File: config.mk
export PLATFORM = sky130hd
export DESIGN_NAME = fcl1_top
export DESIGN_NICKNAME = d
export VERILOG_FILES = /design/src/common/fcl_pkg.sv /design/src/fcl_compute/parl_add_5.sv /design/src/fcl_compute/fcl_mac_pipe.sv /design/src/weights/weight_bank.sv /design/src/weights/fcl_load_ctrl.sv /design/src/fcl1_top.sv
export SDC_FILE = /design/constraint.sdc
export NUM_CORES = 2
export LEC_CHECK = 0
export BUFFER_PORTS_ARGS = -buffer_cell sky130_fd_sc_hd__buf_2
export CORE_MARGIN = 2
export CORE_UTILIZATION = 50
export CTS_CLUSTER_SIZE = 24
export DETAILED_ROUTE_END_ITERATION = 16
export GPL_TIMING_DRIVEN = 0
export PLACE_DENSITY = 0.76
export SETUP_SLACK_MARGIN = 0.5
export SLEW_MARGIN = 20
export SYNTH_ARGS = -nofsm -noshare
export SYNTH_HDL_FRONTEND = slang
export SYNTH_SLANG_ARGS = --single-unit
export TNS_END_PERCENT = 100
File: constraint.sdc
create_clock -name fcl1_top_clk_i -period 10.1 [get_ports fcl1_top_clk_i]
set_input_delay 1.01 -clock fcl1_top_clk_i [delete_from_list [all_inputs] [get_ports fcl1_top_clk_i]]
set_output_delay 1.01 -clock fcl1_top_clk_i [all_outputs]
set_load 0.05 [all_outputs]
File: src/common/fcl_pkg.sv
// fcl shared package with the sizes and payload types of the fully connected layer
package fcl_pkg;

   // pixel and weight sizes
   localparam int PXL_WIDTH             = 8;
   localparam int WEIGHT_WIDTH          = 8;

   // filter window is 5 rows of 5 weights
   localparam int NUM_FILT_ROWS         = 5;
   localparam int NUM_WGHT_PER_FILT_ROW = 5;

   // weight sram, one row per filter row
   localparam int SRAM_DEPTH            = 5;
   localparam int SRAM_ADDRW            = 3;
   // five weights side by side
   localparam int SRAM_WIDTH            = NUM_WGHT_PER_FILT_ROW * WEIGHT_WIDTH;

   // 8x8 unsigned product
   localparam int PROD_WIDTH            = PXL_WIDTH + WEIGHT_WIDTH;
   // five products need 3 extra bits
   localparam int ROW_SUM_WIDTH         = PROD_WIDTH + 3;
   // 25 products, max 25*255*255 still fits in 21 bits
   localparam int FCL_SUM_WIDTH         = 21;

   // one window row of pixels, pixel 0 in the low byte
   typedef logic [NUM_WGHT_PER_FILT_ROW-1:0][PXL_WIDTH-1:0] pxl_row_t;

   // full 5x5 pixel window
   typedef pxl_row_t [NUM_FILT_ROWS-1:0] pxl_mat_t;

   // one weight row as stored in the sram
   typedef logic [SRAM_WIDTH-1:0] sram_row_t;

   // all weight rows held in registers
   typedef sram_row_t [NUM_FILT_ROWS-1:0] wght_mat_t;

   typedef logic [SRAM_ADDRW-1:0] sram_addr_t;

   // datapath widths through the adder tree
   typedef logic [PROD_WIDTH-1:0]    prod_t;
   typedef logic [ROW_SUM_WIDTH-1:0] row_sum_t;
   typedef logic [FCL_SUM_WIDTH-1:0] fcl_sum_t;

endpackage

File: src/fcl_compute/parl_add_5.sv
// five input parallel adder with registered sum and valid, operand and sum types set per instance
module parl_add_5 #(
   parameter type operand_t = logic [7:0],
   parameter type sum_t     = logic [10:0]
) (
   input  logic            parl_add_clk_i,
   input  logic            rst_n_i,
   input  logic            valid_i,
   input  operand_t [4:0]  in_i,
   output logic            valid_o,
   output sum_t            sum_o
);

   sum_t  sum_d;

   // widen every operand first so no carry is lost
   always_comb begin
      sum_d = '0;
      for (int i = 0; i < 5; i++) begin
         sum_d = sum_d + sum_t'(in_i[i]);
      end
   end

   always_ff @(posedge parl_add_clk_i) begin
      if (!rst_n_i) begin
         valid_o <= 1'b0;
      end else begin
         valid_o <= valid_i;
      end
   end

   // sum only updates with valid data
   always_ff @(posedge parl_add_clk_i) begin
      if (valid_i) begin
         sum_o <= sum_d;
      end
   end

endmodule

File: src/fcl_compute/fcl_mac_pipe.sv
// fcl mac pipeline, 25 products reduced by a two level tree of 5 input adders
module fcl_mac_pipe (
   input  logic                fcl_mac_clk_i,
   input  logic                rst_n_i,
   input  logic                pxl_valid_i,
   input  fcl_pkg::pxl_mat_t   pxl_mat_i,
   input  logic                wght_ready_i,
   input  fcl_pkg::wght_mat_t  wght_mat_i,
   output logic                sum_valid_o,
   output fcl_pkg::fcl_sum_t   sum_o
);

   // accepted pixel window
   logic  pxl_acc;

   // stage 1, products indexed [row][pixel]
   fcl_pkg::prod_t [fcl_pkg::NUM_FILT_ROWS-1:0][fcl_pkg::NUM_WGHT_PER_FILT_ROW-1:0] prod_q;
   logic  prod_vld_q;

   // stage 2, one sum per window row
   fcl_pkg::row_sum_t [fcl_pkg::NUM_FILT_ROWS-1:0] row_sum;
   logic [fcl_pkg::NUM_FILT_ROWS-1:0] row_vld;

   // windows arriving while weights load are dropped
   assign pxl_acc = pxl_valid_i & wght_ready_i;

   always_ff @(posedge fcl_mac_clk_i) begin
      if (!rst_n_i) begin
         prod_vld_q <= 1'b0;
      end else begin
         prod_vld_q <= pxl_acc;
      end
   end

   // weight byte j of row r times pixel j of row r
   always_ff @(posedge fcl_mac_clk_i) begin
      if (pxl_acc) begin
         for (int r = 0; r < fcl_pkg::NUM_FILT_ROWS; r++) begin
            for (int j = 0; j < fcl_pkg::NUM_WGHT_PER_FILT_ROW; j++) begin
               prod_q[r][j] <= pxl_mat_i[r][j] *
                               wght_mat_i[r][j*fcl_pkg::WEIGHT_WIDTH +: fcl_pkg::WEIGHT_WIDTH];
            end
         end
      end
   end

   // first tree level
   for (genvar r = 0; r < fcl_pkg::NUM_FILT_ROWS; r++) begin : g_row_add
      parl_add_5 #(
         .operand_t  (fcl_pkg::prod_t),
         .sum_t      (fcl_pkg::row_sum_t)
      ) row_add_inst (
         .parl_add_clk_i  (fcl_mac_clk_i),
         .rst_n_i         (rst_n_i),
         .valid_i         (prod_vld_q),
         .in_i            (prod_q[r]),
         .valid_o         (row_vld[r]),
         .sum_o           (row_sum[r])
      );
   end

   // second tree level gives the dot product
   // row valids all move together
   parl_add_5 #(
      .operand_t  (fcl_pkg::row_sum_t),
      .sum_t      (fcl_pkg::fcl_sum_t)
   ) final_add_inst (
      .parl_add_clk_i  (fcl_mac_clk_i),
      .rst_n_i         (rst_n_i),
      .valid_i         (&row_vld),
      .in_i            (row_sum),
      .valid_o         (sum_valid_o),
      .sum_o           (sum_o)
   );

endmodule

File: src/weights/weight_bank.sv
// weight bank, sram with external write port and a read path that fills the weight row registers
module weight_bank (
   input  logic                 wght_clk_i,
   input  logic                 rst_n_i,
   input  logic                 wr_en_i,
   input  fcl_pkg::sram_addr_t  wr_addr_i,
   input  fcl_pkg::sram_row_t   wr_data_i,
   input  logic                 rd_en_i,
   input  fcl_pkg::sram_addr_t  rd_addr_i,
   output fcl_pkg::wght_mat_t   wght_mat_o
);

   // weight storage, one row per filter row
   fcl_pkg::sram_row_t   mem [fcl_pkg::SRAM_DEPTH];

   // sram read data register
   fcl_pkg::sram_row_t   rd_data_q;

   // read request delayed to line up with rd_data_q
   logic                 rd_en_q;
   fcl_pkg::sram_addr_t  rd_addr_q;

   // write port
   always_ff @(posedge wght_clk_i) begin
      if (wr_en_i) begin
         mem[wr_addr_i] <= wr_data_i;
      end
   end

   // synchronous read, data one cycle after the address
   always_ff @(posedge wght_clk_i) begin
      if (rd_en_i) begin
         rd_data_q <= mem[rd_addr_i];
      end
   end

   always_ff @(posedge wght_clk_i) begin
      if (!rst_n_i) begin
         rd_en_q <= 1'b0;
      end else begin
         rd_en_q <= rd_en_i;
      end
   end

   always_ff @(posedge wght_clk_i) begin
      rd_addr_q <= rd_addr_i;
   end

   // copy the returning row into its register
   // sram writes never touch these, only a load does
   always_ff @(posedge wght_clk_i) begin
      if (!rst_n_i) begin
         wght_mat_o <= '0;
      end else if (rd_en_q) begin
         wght_mat_o[rd_addr_q] <= rd_data_q;
      end
   end

endmodule

File: src/weights/fcl_load_ctrl.sv
// fcl load controller, fsm that copies the weight sram into the weight registers on wake or restart
module fcl_load_ctrl (
   input  logic                 fcl_ctrl_clk_i,
   input  logic                 rst_n_i,
   input  logic                 wake_i,
   input  logic                 restart_i,
   output logic                 sram_rd_en_o,
   output fcl_pkg::sram_addr_t  sram_rd_addr_o,
   output logic                 wght_ready_o
);

   typedef enum logic [1:0] {
      ST_IDLE,
      ST_LOAD,
      ST_READY
   } state_t;

   state_t               state_q;
   state_t               state_d;

   // row counter, runs 0..6 during a load
   fcl_pkg::sram_addr_t  row_cnt_q;
   logic                 load_last;

   // 5 read cycles, 1 cycle for the last row to land, 1 settle cycle
   assign load_last = (row_cnt_q == fcl_pkg::sram_addr_t'(fcl_pkg::SRAM_DEPTH + 1));

   always_comb begin
      state_d = state_q;
      case (state_q)
         ST_IDLE: begin
            // wake only counts while idle
            if (wake_i) begin
               state_d = ST_LOAD;
            end
         end
         ST_LOAD: begin
            if (load_last) begin
               state_d = ST_READY;
            end
         end
         ST_READY: begin
            // restart reloads from the sram
            if (restart_i) begin
               state_d = ST_LOAD;
            end
         end
         default: begin
            state_d = ST_IDLE;
         end
      endcase
   end

   always_ff @(posedge fcl_ctrl_clk_i) begin
      if (!rst_n_i) begin
         state_q <= ST_IDLE;
      end else begin
         state_q <= state_d;
      end
   end

   // counter parked at zero outside a load
   always_ff @(posedge fcl_ctrl_clk_i) begin
      if (!rst_n_i) begin
         row_cnt_q <= '0;
      end else if (state_q != ST_LOAD) begin
         row_cnt_q <= '0;
      end else begin
         row_cnt_q <= row_cnt_q + 1'b1;
      end
   end

   // reads only for the first five load cycles
   assign sram_rd_en_o   = (state_q == ST_LOAD) && (row_cnt_q < fcl_pkg::SRAM_DEPTH);
   assign sram_rd_addr_o = row_cnt_q;

   assign wght_ready_o   = (state_q == ST_READY);

endmodule

File: src/fcl1_top.sv
// fcl1 top level, weight load controller plus weight bank plus mac pipeline
module fcl1_top (
   input  logic                 fcl1_top_clk_i,
   input  logic                 rst_n_i,
   input  logic                 fcl1_top_wake_i,
   input  logic                 fcl1_top_restart_i,
   // external weight write port
   input  logic                 wght_wr_en_i,
   input  fcl_pkg::sram_addr_t  wght_wr_addr_i,
   input  fcl_pkg::sram_row_t   wght_wr_data_i,
   // pixel window with its valid strobe
   input  logic                 fcl_pixel_valid_i,
   input  fcl_pkg::pxl_mat_t    fcl_pixel_data_i,
   output logic                 fcl_ready_o,
   output logic                 fcl_result_valid_o,
   output fcl_pkg::fcl_sum_t    fcl_result_o
);

   // controller to weight bank
   logic                 sram_rd_en;
   fcl_pkg::sram_addr_t  sram_rd_addr;

   // weights ready, shared by the mac and the ready output
   logic                 wght_ready;

   // weight registers into the mac
   fcl_pkg::wght_mat_t   wght_mat;

   assign fcl_ready_o = wght_ready;

   // wake/restart sequencing and sram read addresses
   fcl_load_ctrl fcl_load_ctrl_inst (
      .fcl_ctrl_clk_i  (fcl1_top_clk_i),
      .rst_n_i         (rst_n_i),
      .wake_i          (fcl1_top_wake_i),
      .restart_i       (fcl1_top_restart_i),
      .sram_rd_en_o    (sram_rd_en),
      .sram_rd_addr_o  (sram_rd_addr),
      .wght_ready_o    (wght_ready)
   );

   // sram and weight row registers
   weight_bank weight_bank_inst (
      .wght_clk_i  (fcl1_top_clk_i),
      .rst_n_i     (rst_n_i),
      .wr_en_i     (wght_wr_en_i),
      .wr_addr_i   (wght_wr_addr_i),
      .wr_data_i   (wght_wr_data_i),
      .rd_en_i     (sram_rd_en),
      .rd_addr_i   (sram_rd_addr),
      .wght_mat_o  (wght_mat)
   );

   // 25 multiplies and the two level adder tree
   fcl_mac_pipe fcl_mac_pipe_inst (
      .fcl_mac_clk_i  (fcl1_top_clk_i),
      .rst_n_i        (rst_n_i),
      .pxl_valid_i    (fcl_pixel_valid_i),
      .pxl_mat_i      (fcl_pixel_data_i),
      .wght_ready_i   (wght_ready),
      .wght_mat_i     (wght_mat),
      .sum_valid_o    (fcl_result_valid_o),
      .sum_o          (fcl_result_o)
   );

endmodule

Word level (Yosys, flattened, before mapping)
Memory sizes are Yosys's and may differ from the RTL's. A register that Yosys moved wholly into a read port is not among the register bits.
Cells that the tools add are included.
Widths: inputs -> output; s select.
- register bits: 728
- memory bits (writable): 200
- output and inout bits: 23
- logic and storage cells: 120
- memories kept: 1
- $add $sub $neg: 25
- multipliers: 25
- $lt $le $gt $ge: 3
- equality and inequality tests: 7
- mux-type cells: 9
- bitwise logic cells: 2
- reduce and logical (&&, ||, !) cells: 5
- memory list (name ; depth ; bits a word ; rd ports ; clocked after Yosys merged registers in ; write ports ; RTL line ; RTL):
    weight_bank_inst.mem ; 5 ; 40 ; 1 ; 1 ; 1 ; weight_bank.sv:14 ; fcl_pkg::sram_row_t mem [fcl_pkg::SRAM_DEPTH];
- operator list (cell ; number):
    $mul 8x8->16 ; 25
    $bwmux 200 ; 1
    $demux 40 s3 ; 1
    $add 18x16->19 ; 5
    $add 19x16->19 ; 5
    $add 17x16->18 ; 5
    $add 16x16->17 ; 5
    $add 21x19->21 ; 2
    $mux 40 ; 1
    $add 20x19->21 ; 1
    $add 19x19->20 ; 1
    $mux 2 ; 3
    $pmux 2 s3 ; 1
    $lt 3x4->1 const B ; 1
    $ne 2x1->1 const B ; 2
    $ne 2x2->1 const B ; 2
    $add 3x1->3 const B ; 1
    $eq 3x3->1 const B ; 1
    $ge 3x1->1 const B ; 1
    $lt 3x3->1 const B ; 1
    $reduce_and 3->1 ; 1
    $eq 2x1->1 const B ; 1
    $eq 2x2->1 const B ; 1
    $logic_and 1x1->1 ; 2
    other kinds (5) ; 6

Longest topological paths before layout
- depth after elaboration: 5
- gate-level depth with buffers: 18
- depth with buffers taken out: 17

Modules after synthesis
Synthesis repeated with hierarchy kept, for this count alone.
- cell total of the unflattened synthesis: 9819
- area, all modules: 98283.0 um^2
- by module, submodules not included (module ; times used ; cells each ; area each (um^2) ; sequential area each (um^2)):
    fcl_mac_pipe ; 1 ; 6396 ; 63522.2 ; 12031.5
    weight_bank ; 1 ; 1359 ; 16349.4 ; 11290.8
    parl_add_5 (fcl_mac_pipe_inst.g_row_add[0].row_add_inst ...) ; 4 ; 333 ; 2956.6 ; 590.6
    parl_add_5 (fcl_mac_pipe_inst.final_add_inst) ; 1 ; 379 ; 3434.5 ; 650.6
    parl_add_5 (fcl_mac_pipe_inst.g_row_add[4].row_add_inst) ; 1 ; 329 ; 2912.8 ; 590.6
    fcl_load_ctrl ; 1 ; 24 ; 237.7 ; 100.1

Worst setup path before layout
OpenSTA, ideal clock, no wires.
- path type: reg-to-reg
- start point: register fcl_load_ctrl_inst.state_q[1]
- end point: register fcl_mac_pipe_inst.prod_q[0] (netlist bit) (enable)
- setup time: 0.811 ns
- arrival: 10.314 ns
- data required time: 9.289 ns
- slack: -1.025 ns
- stages on the path, launching flop included: 3
- path buffers: 0
- clock period less this slack: 11.125 ns
- path through: dfxtp_1 > nor2b_1 > and2_1
- longest elaborated chain between the ends: 2
- ends and longest elaborated chain (element ; RTL line ; RTL):
    start, declared ; fcl_load_ctrl.sv:18 ; state_t state_q;
    start signal, assigned ; fcl_load_ctrl.sv:58 ; state_q <= state_d;
    $eq 2x2->1 ; fcl_load_ctrl.sv:77 ; assign wght_ready_o = (state_q == ST_READY);
    named net fcl_ready_o ; fcl1_top.sv:14 ; output logic fcl_ready_o,
    $and 1x1->1 ; fcl_mac_pipe.sv:25 ; assign pxl_acc = pxl_valid_i & wght_ready_i;
    named net fcl_mac_pipe_inst.pxl_acc ; fcl_mac_pipe.sv:14 ; logic pxl_acc;
    end signal, assigned by index ; fcl_mac_pipe.sv:40 ; prod_q[r][j] <= pxl_mat_i[r][j] *
    end, declared ; fcl_mac_pipe.sv:17 ; fcl_pkg::prod_t [fcl_pkg::NUM_FILT_ROWS-1:0][fcl_pkg::NUM_WGHT_PER_FILT_ROW-1:0] prod_q;
The timed path passes the listed nets, and every way through them passes these cells.
A chain may end at the register's enable or synchronous reset.

Worst setup path in the final report
- start point: register weight_bank_inst.wght_mat_o[42] (netlist bit)
- end point: register fcl_mac_pipe_inst.prod_q[95] (netlist bit), data pin
- longest elaborated chain between the ends: 1
- ends and longest elaborated chain (element ; RTL line ; RTL):
    start, declared ; weight_bank.sv:10 ; output fcl_pkg::wght_mat_t wght_mat_o
    start signal, assigned by index ; weight_bank.sv:55 ; wght_mat_o[rd_addr_q] <= rd_data_q;
    $mul 8x8->16 ; fcl_mac_pipe.sv:40 ;
Every way passes these cells.

==> impl_metrics.ini <==
[route]
viasPerCell = 5.323
met3_length_um = 18280
drt-wirelength-per-cell_um = 19.75
first_pass_iters = 5
drt-met1-wl_um = 95370
route.met2.wl_um = 117700
drtIter0Drc = 5224
drc = 0
routed_wl_um = 247200
routed.top_layer = met5
ant_nets = 0
dr_total_vias = 66620

[logic_synthesis]
ys_warn_count = 0
ys_top_cells_by_area = fa_1, edfxtp_1, ha_1
synth_commonest_cells = inv_1, and2_1, fa_1
ys_seq_area_frac = 0.2789
synth-seq-cells = 968
yosysTopAreaCell = fa_1
synthCells = 9420
avgSynthCellArea_um2 = 10.26
async_flop_share = 0
yosysTopAreaCellShare = 0.2468
synthMostInstantiatedCell = inv_1
syn_nets = 11880
synth_area_um2 = 96620
synth-edff-count = 756
ys_types = 74
synth_ff_type = edfxtp_1

[clock_tree]
htreeDepth = 3
cts.sink_count = 968
ctsResizeCount = 0
cts_buffers = 107
path_clk_slew_ns = 0.06
cts_setup_buffers = 0
clockRootBuffer = clkbuf_16
cts_hold_buf = 0
cts_tree = done
cts_buffer_depth = 3
clk_latency_ns = 0.76

[pwr]
total_leakage_power_nw = 52.32
vdd_drop_max_v = 0.0001401
power-per-cell-area_nw_per_um2 = 86.57

[sta]
rsz0062_at_grt = false
max_freq_ghz = 0.1874
max_slew_margin = 0.1844
period_needed_ns = 5.337
hold_violations = 0
slew_violations = 0
worst_slack_ns = 4.763
tightest_slew_ns = 1.223
fin_setup_tns_ns = 0
setup_viol = 0
fin_skew_ns = 0.05867
period_share = 0.5284

[worst_setup_path]
cp_data_required_time_ns = 10.54
critPathMaxFanout = 9
critPathCaptureType = flop
crit_type = flop to flop
cp.arrival_ns = 5.77
cp-start-kind = flop

[global_routing]
antenna_found_initial = 108
grt_max_degree = 62
grt_pass1_wl_um = 390500
grt_pass1_vias = 70180
overflow = 0
grt_util_all_layers = 0.2561

[placement]
dp_hpwl_um = 200100
preCtsSetupSlack_ns = 4.221
io_buffers = 270
gp_congestion = 0.9463

[die]
io_pins = 272
start_util = 0.5028
die_area_um2 = 196800
die_x_um = 443.6
rows = 161
coreArea_um2 = 192200
die_h_um = 443.6

[final_layout]
n_fill_cell = 16310
seqCellArea_um2 = 26950
drive_above_1_share = 0.06176
multi_input_area_um2 = 61410
area_growth_pct = 9.236
layout.nets = 12290

[hold_path]
hold_class = flop to flop

[outcome]
status = completed

[run]
cap_violations = 0
==> per-stage QoR <==
step | hold slack (ns) | utilization | total power [mW] | instance area [um^2] | std cells
floorplan | 0.3290 | - | 4.746 | 96620 | 9420
global placement | 0.3366 | 0.5263 | 5.065 | 101100 | 12220
detailed placement | 0.3377 | 0.5289 | 5.089 | 101600 | 12250
CTS | 0.3546 | 0.5484 | 9.166 | 105400 | 12450
global route | 0.3587 | 0.5490 | 9.387 | 105500 | 12500
finish | 0.3548 | 0.5492 | 9.137 | 105500 | 12520
==> area by class of cell <==
class | count | share of cell area
antenna | 64 | 0.001517
buffer | 98 | 0.003556
clock buffer | 143 | 0.02791
clock inverter | 60 | 0.007587
inverter | 2113 | 0.07515
multi-input combinational | 6241 | 0.5819
sequential | 968 | 0.2553
tap | 2526 | 0.02994
timing repair buffer | 303 | 0.01713
==> worst paths after layout <==
check                                       start                       endpoint  slack (ns)  cells after the start
max reg2reg       weight_bank_inst.wght_mat_o[42]   fcl_mac_pipe_inst.prod_q[95]        4.76                     16
min reg2reg  fcl_load_ctrl_inst.sram_rd_addr_o[2]  weight_bank_inst.rd_addr_q[2]        0.35                      0
min          fcl_load_ctrl_inst.sram_rd_addr_o[2]  weight_bank_inst.rd_addr_q[2]        0.35                      0
max               weight_bank_inst.wght_mat_o[42]   fcl_mac_pipe_inst.prod_q[95]        4.76                     16
==> where the power goes <==
group | switching, mW | internal (mW)
logic | 0.361 | 0.223
registers | 0.117 | 4.32
clock network | 1.75 | 2.37
total | 2.23 | 6.91
==> layout by cell type (no fill, tap or decap), types with 214 or more instances in the layout <==
cell         n
a21oi_1    243
inv_1     2113
xnor2_1    273
buf_2      274
edfxtp_1   756
fa_1      1191
nor2_1     214
ha_1      1019
nand2_1    824
and2_1    1313
==> per-layer routing <==
layer | track usage | vias up
met5 | 0 | -
met4 | 0.1433 | 54
met3 | 0.04544 | 608
met2 | 0.4224 | 2126
met1 | 0.3186 | 33180
li1 | - | 30660
==> critical path, stage by stage (launching register included) <==
cell       delay, ns
dfxtp_1         0.56
nand2_1         0.14
fa_1            0.53
fa_1            0.55
inv_1           0.05
fa_1            0.49
inv_1           0.05
fa_1            0.48
inv_1           0.04
ha_1            0.32
o21a_1          0.12
o31a_1          0.12
o211ai_1        0.23
a21oi_1         0.12
a2111oi_2       0.47
a21oi_1         0.16
xnor2_1         0.60
==> flip-flops by register name, indices dropped and copies added, names as in the netlist, 2 cells and up <==
name                                            cells
weight_bank_inst.rd_data_q                         40
weight_bank_inst.mem                              200
fcl_load_ctrl_inst.sram_rd_addr_o                   3
fcl_load_ctrl_inst.state_q                          2
fcl_mac_pipe_inst.final_add_inst.sum_o             21
fcl_mac_pipe_inst.prod_q                          400
weight_bank_inst.rd_addr_q                          3
weight_bank_inst.wght_mat_o                       200
fcl_mac_pipe_inst.g_row_add.row_add_inst.sum_o     95
==> kinds of logic (layout without fill, tap and decap cells) <==
kind of cell / after synthesis / count (layout) / synth area share
other: 0 / 64 / 0
and+or+nand+nor: 2649 / 2649 / 0.1436
DFF: 968 / 968 / 0.2789
muxes: 85 / 85 / 0.01450
buffers and inverters: 2211 / 2717 / 0.08595
adders and majority gates: 2210 / 2210 / 0.3787
xor gates and xnor gates: 334 / 334 / 0.03028
AOI/OAI and AO/OA: 963 / 963 / 0.06806
Note: power is estimated with default switching activity, not from simulation.
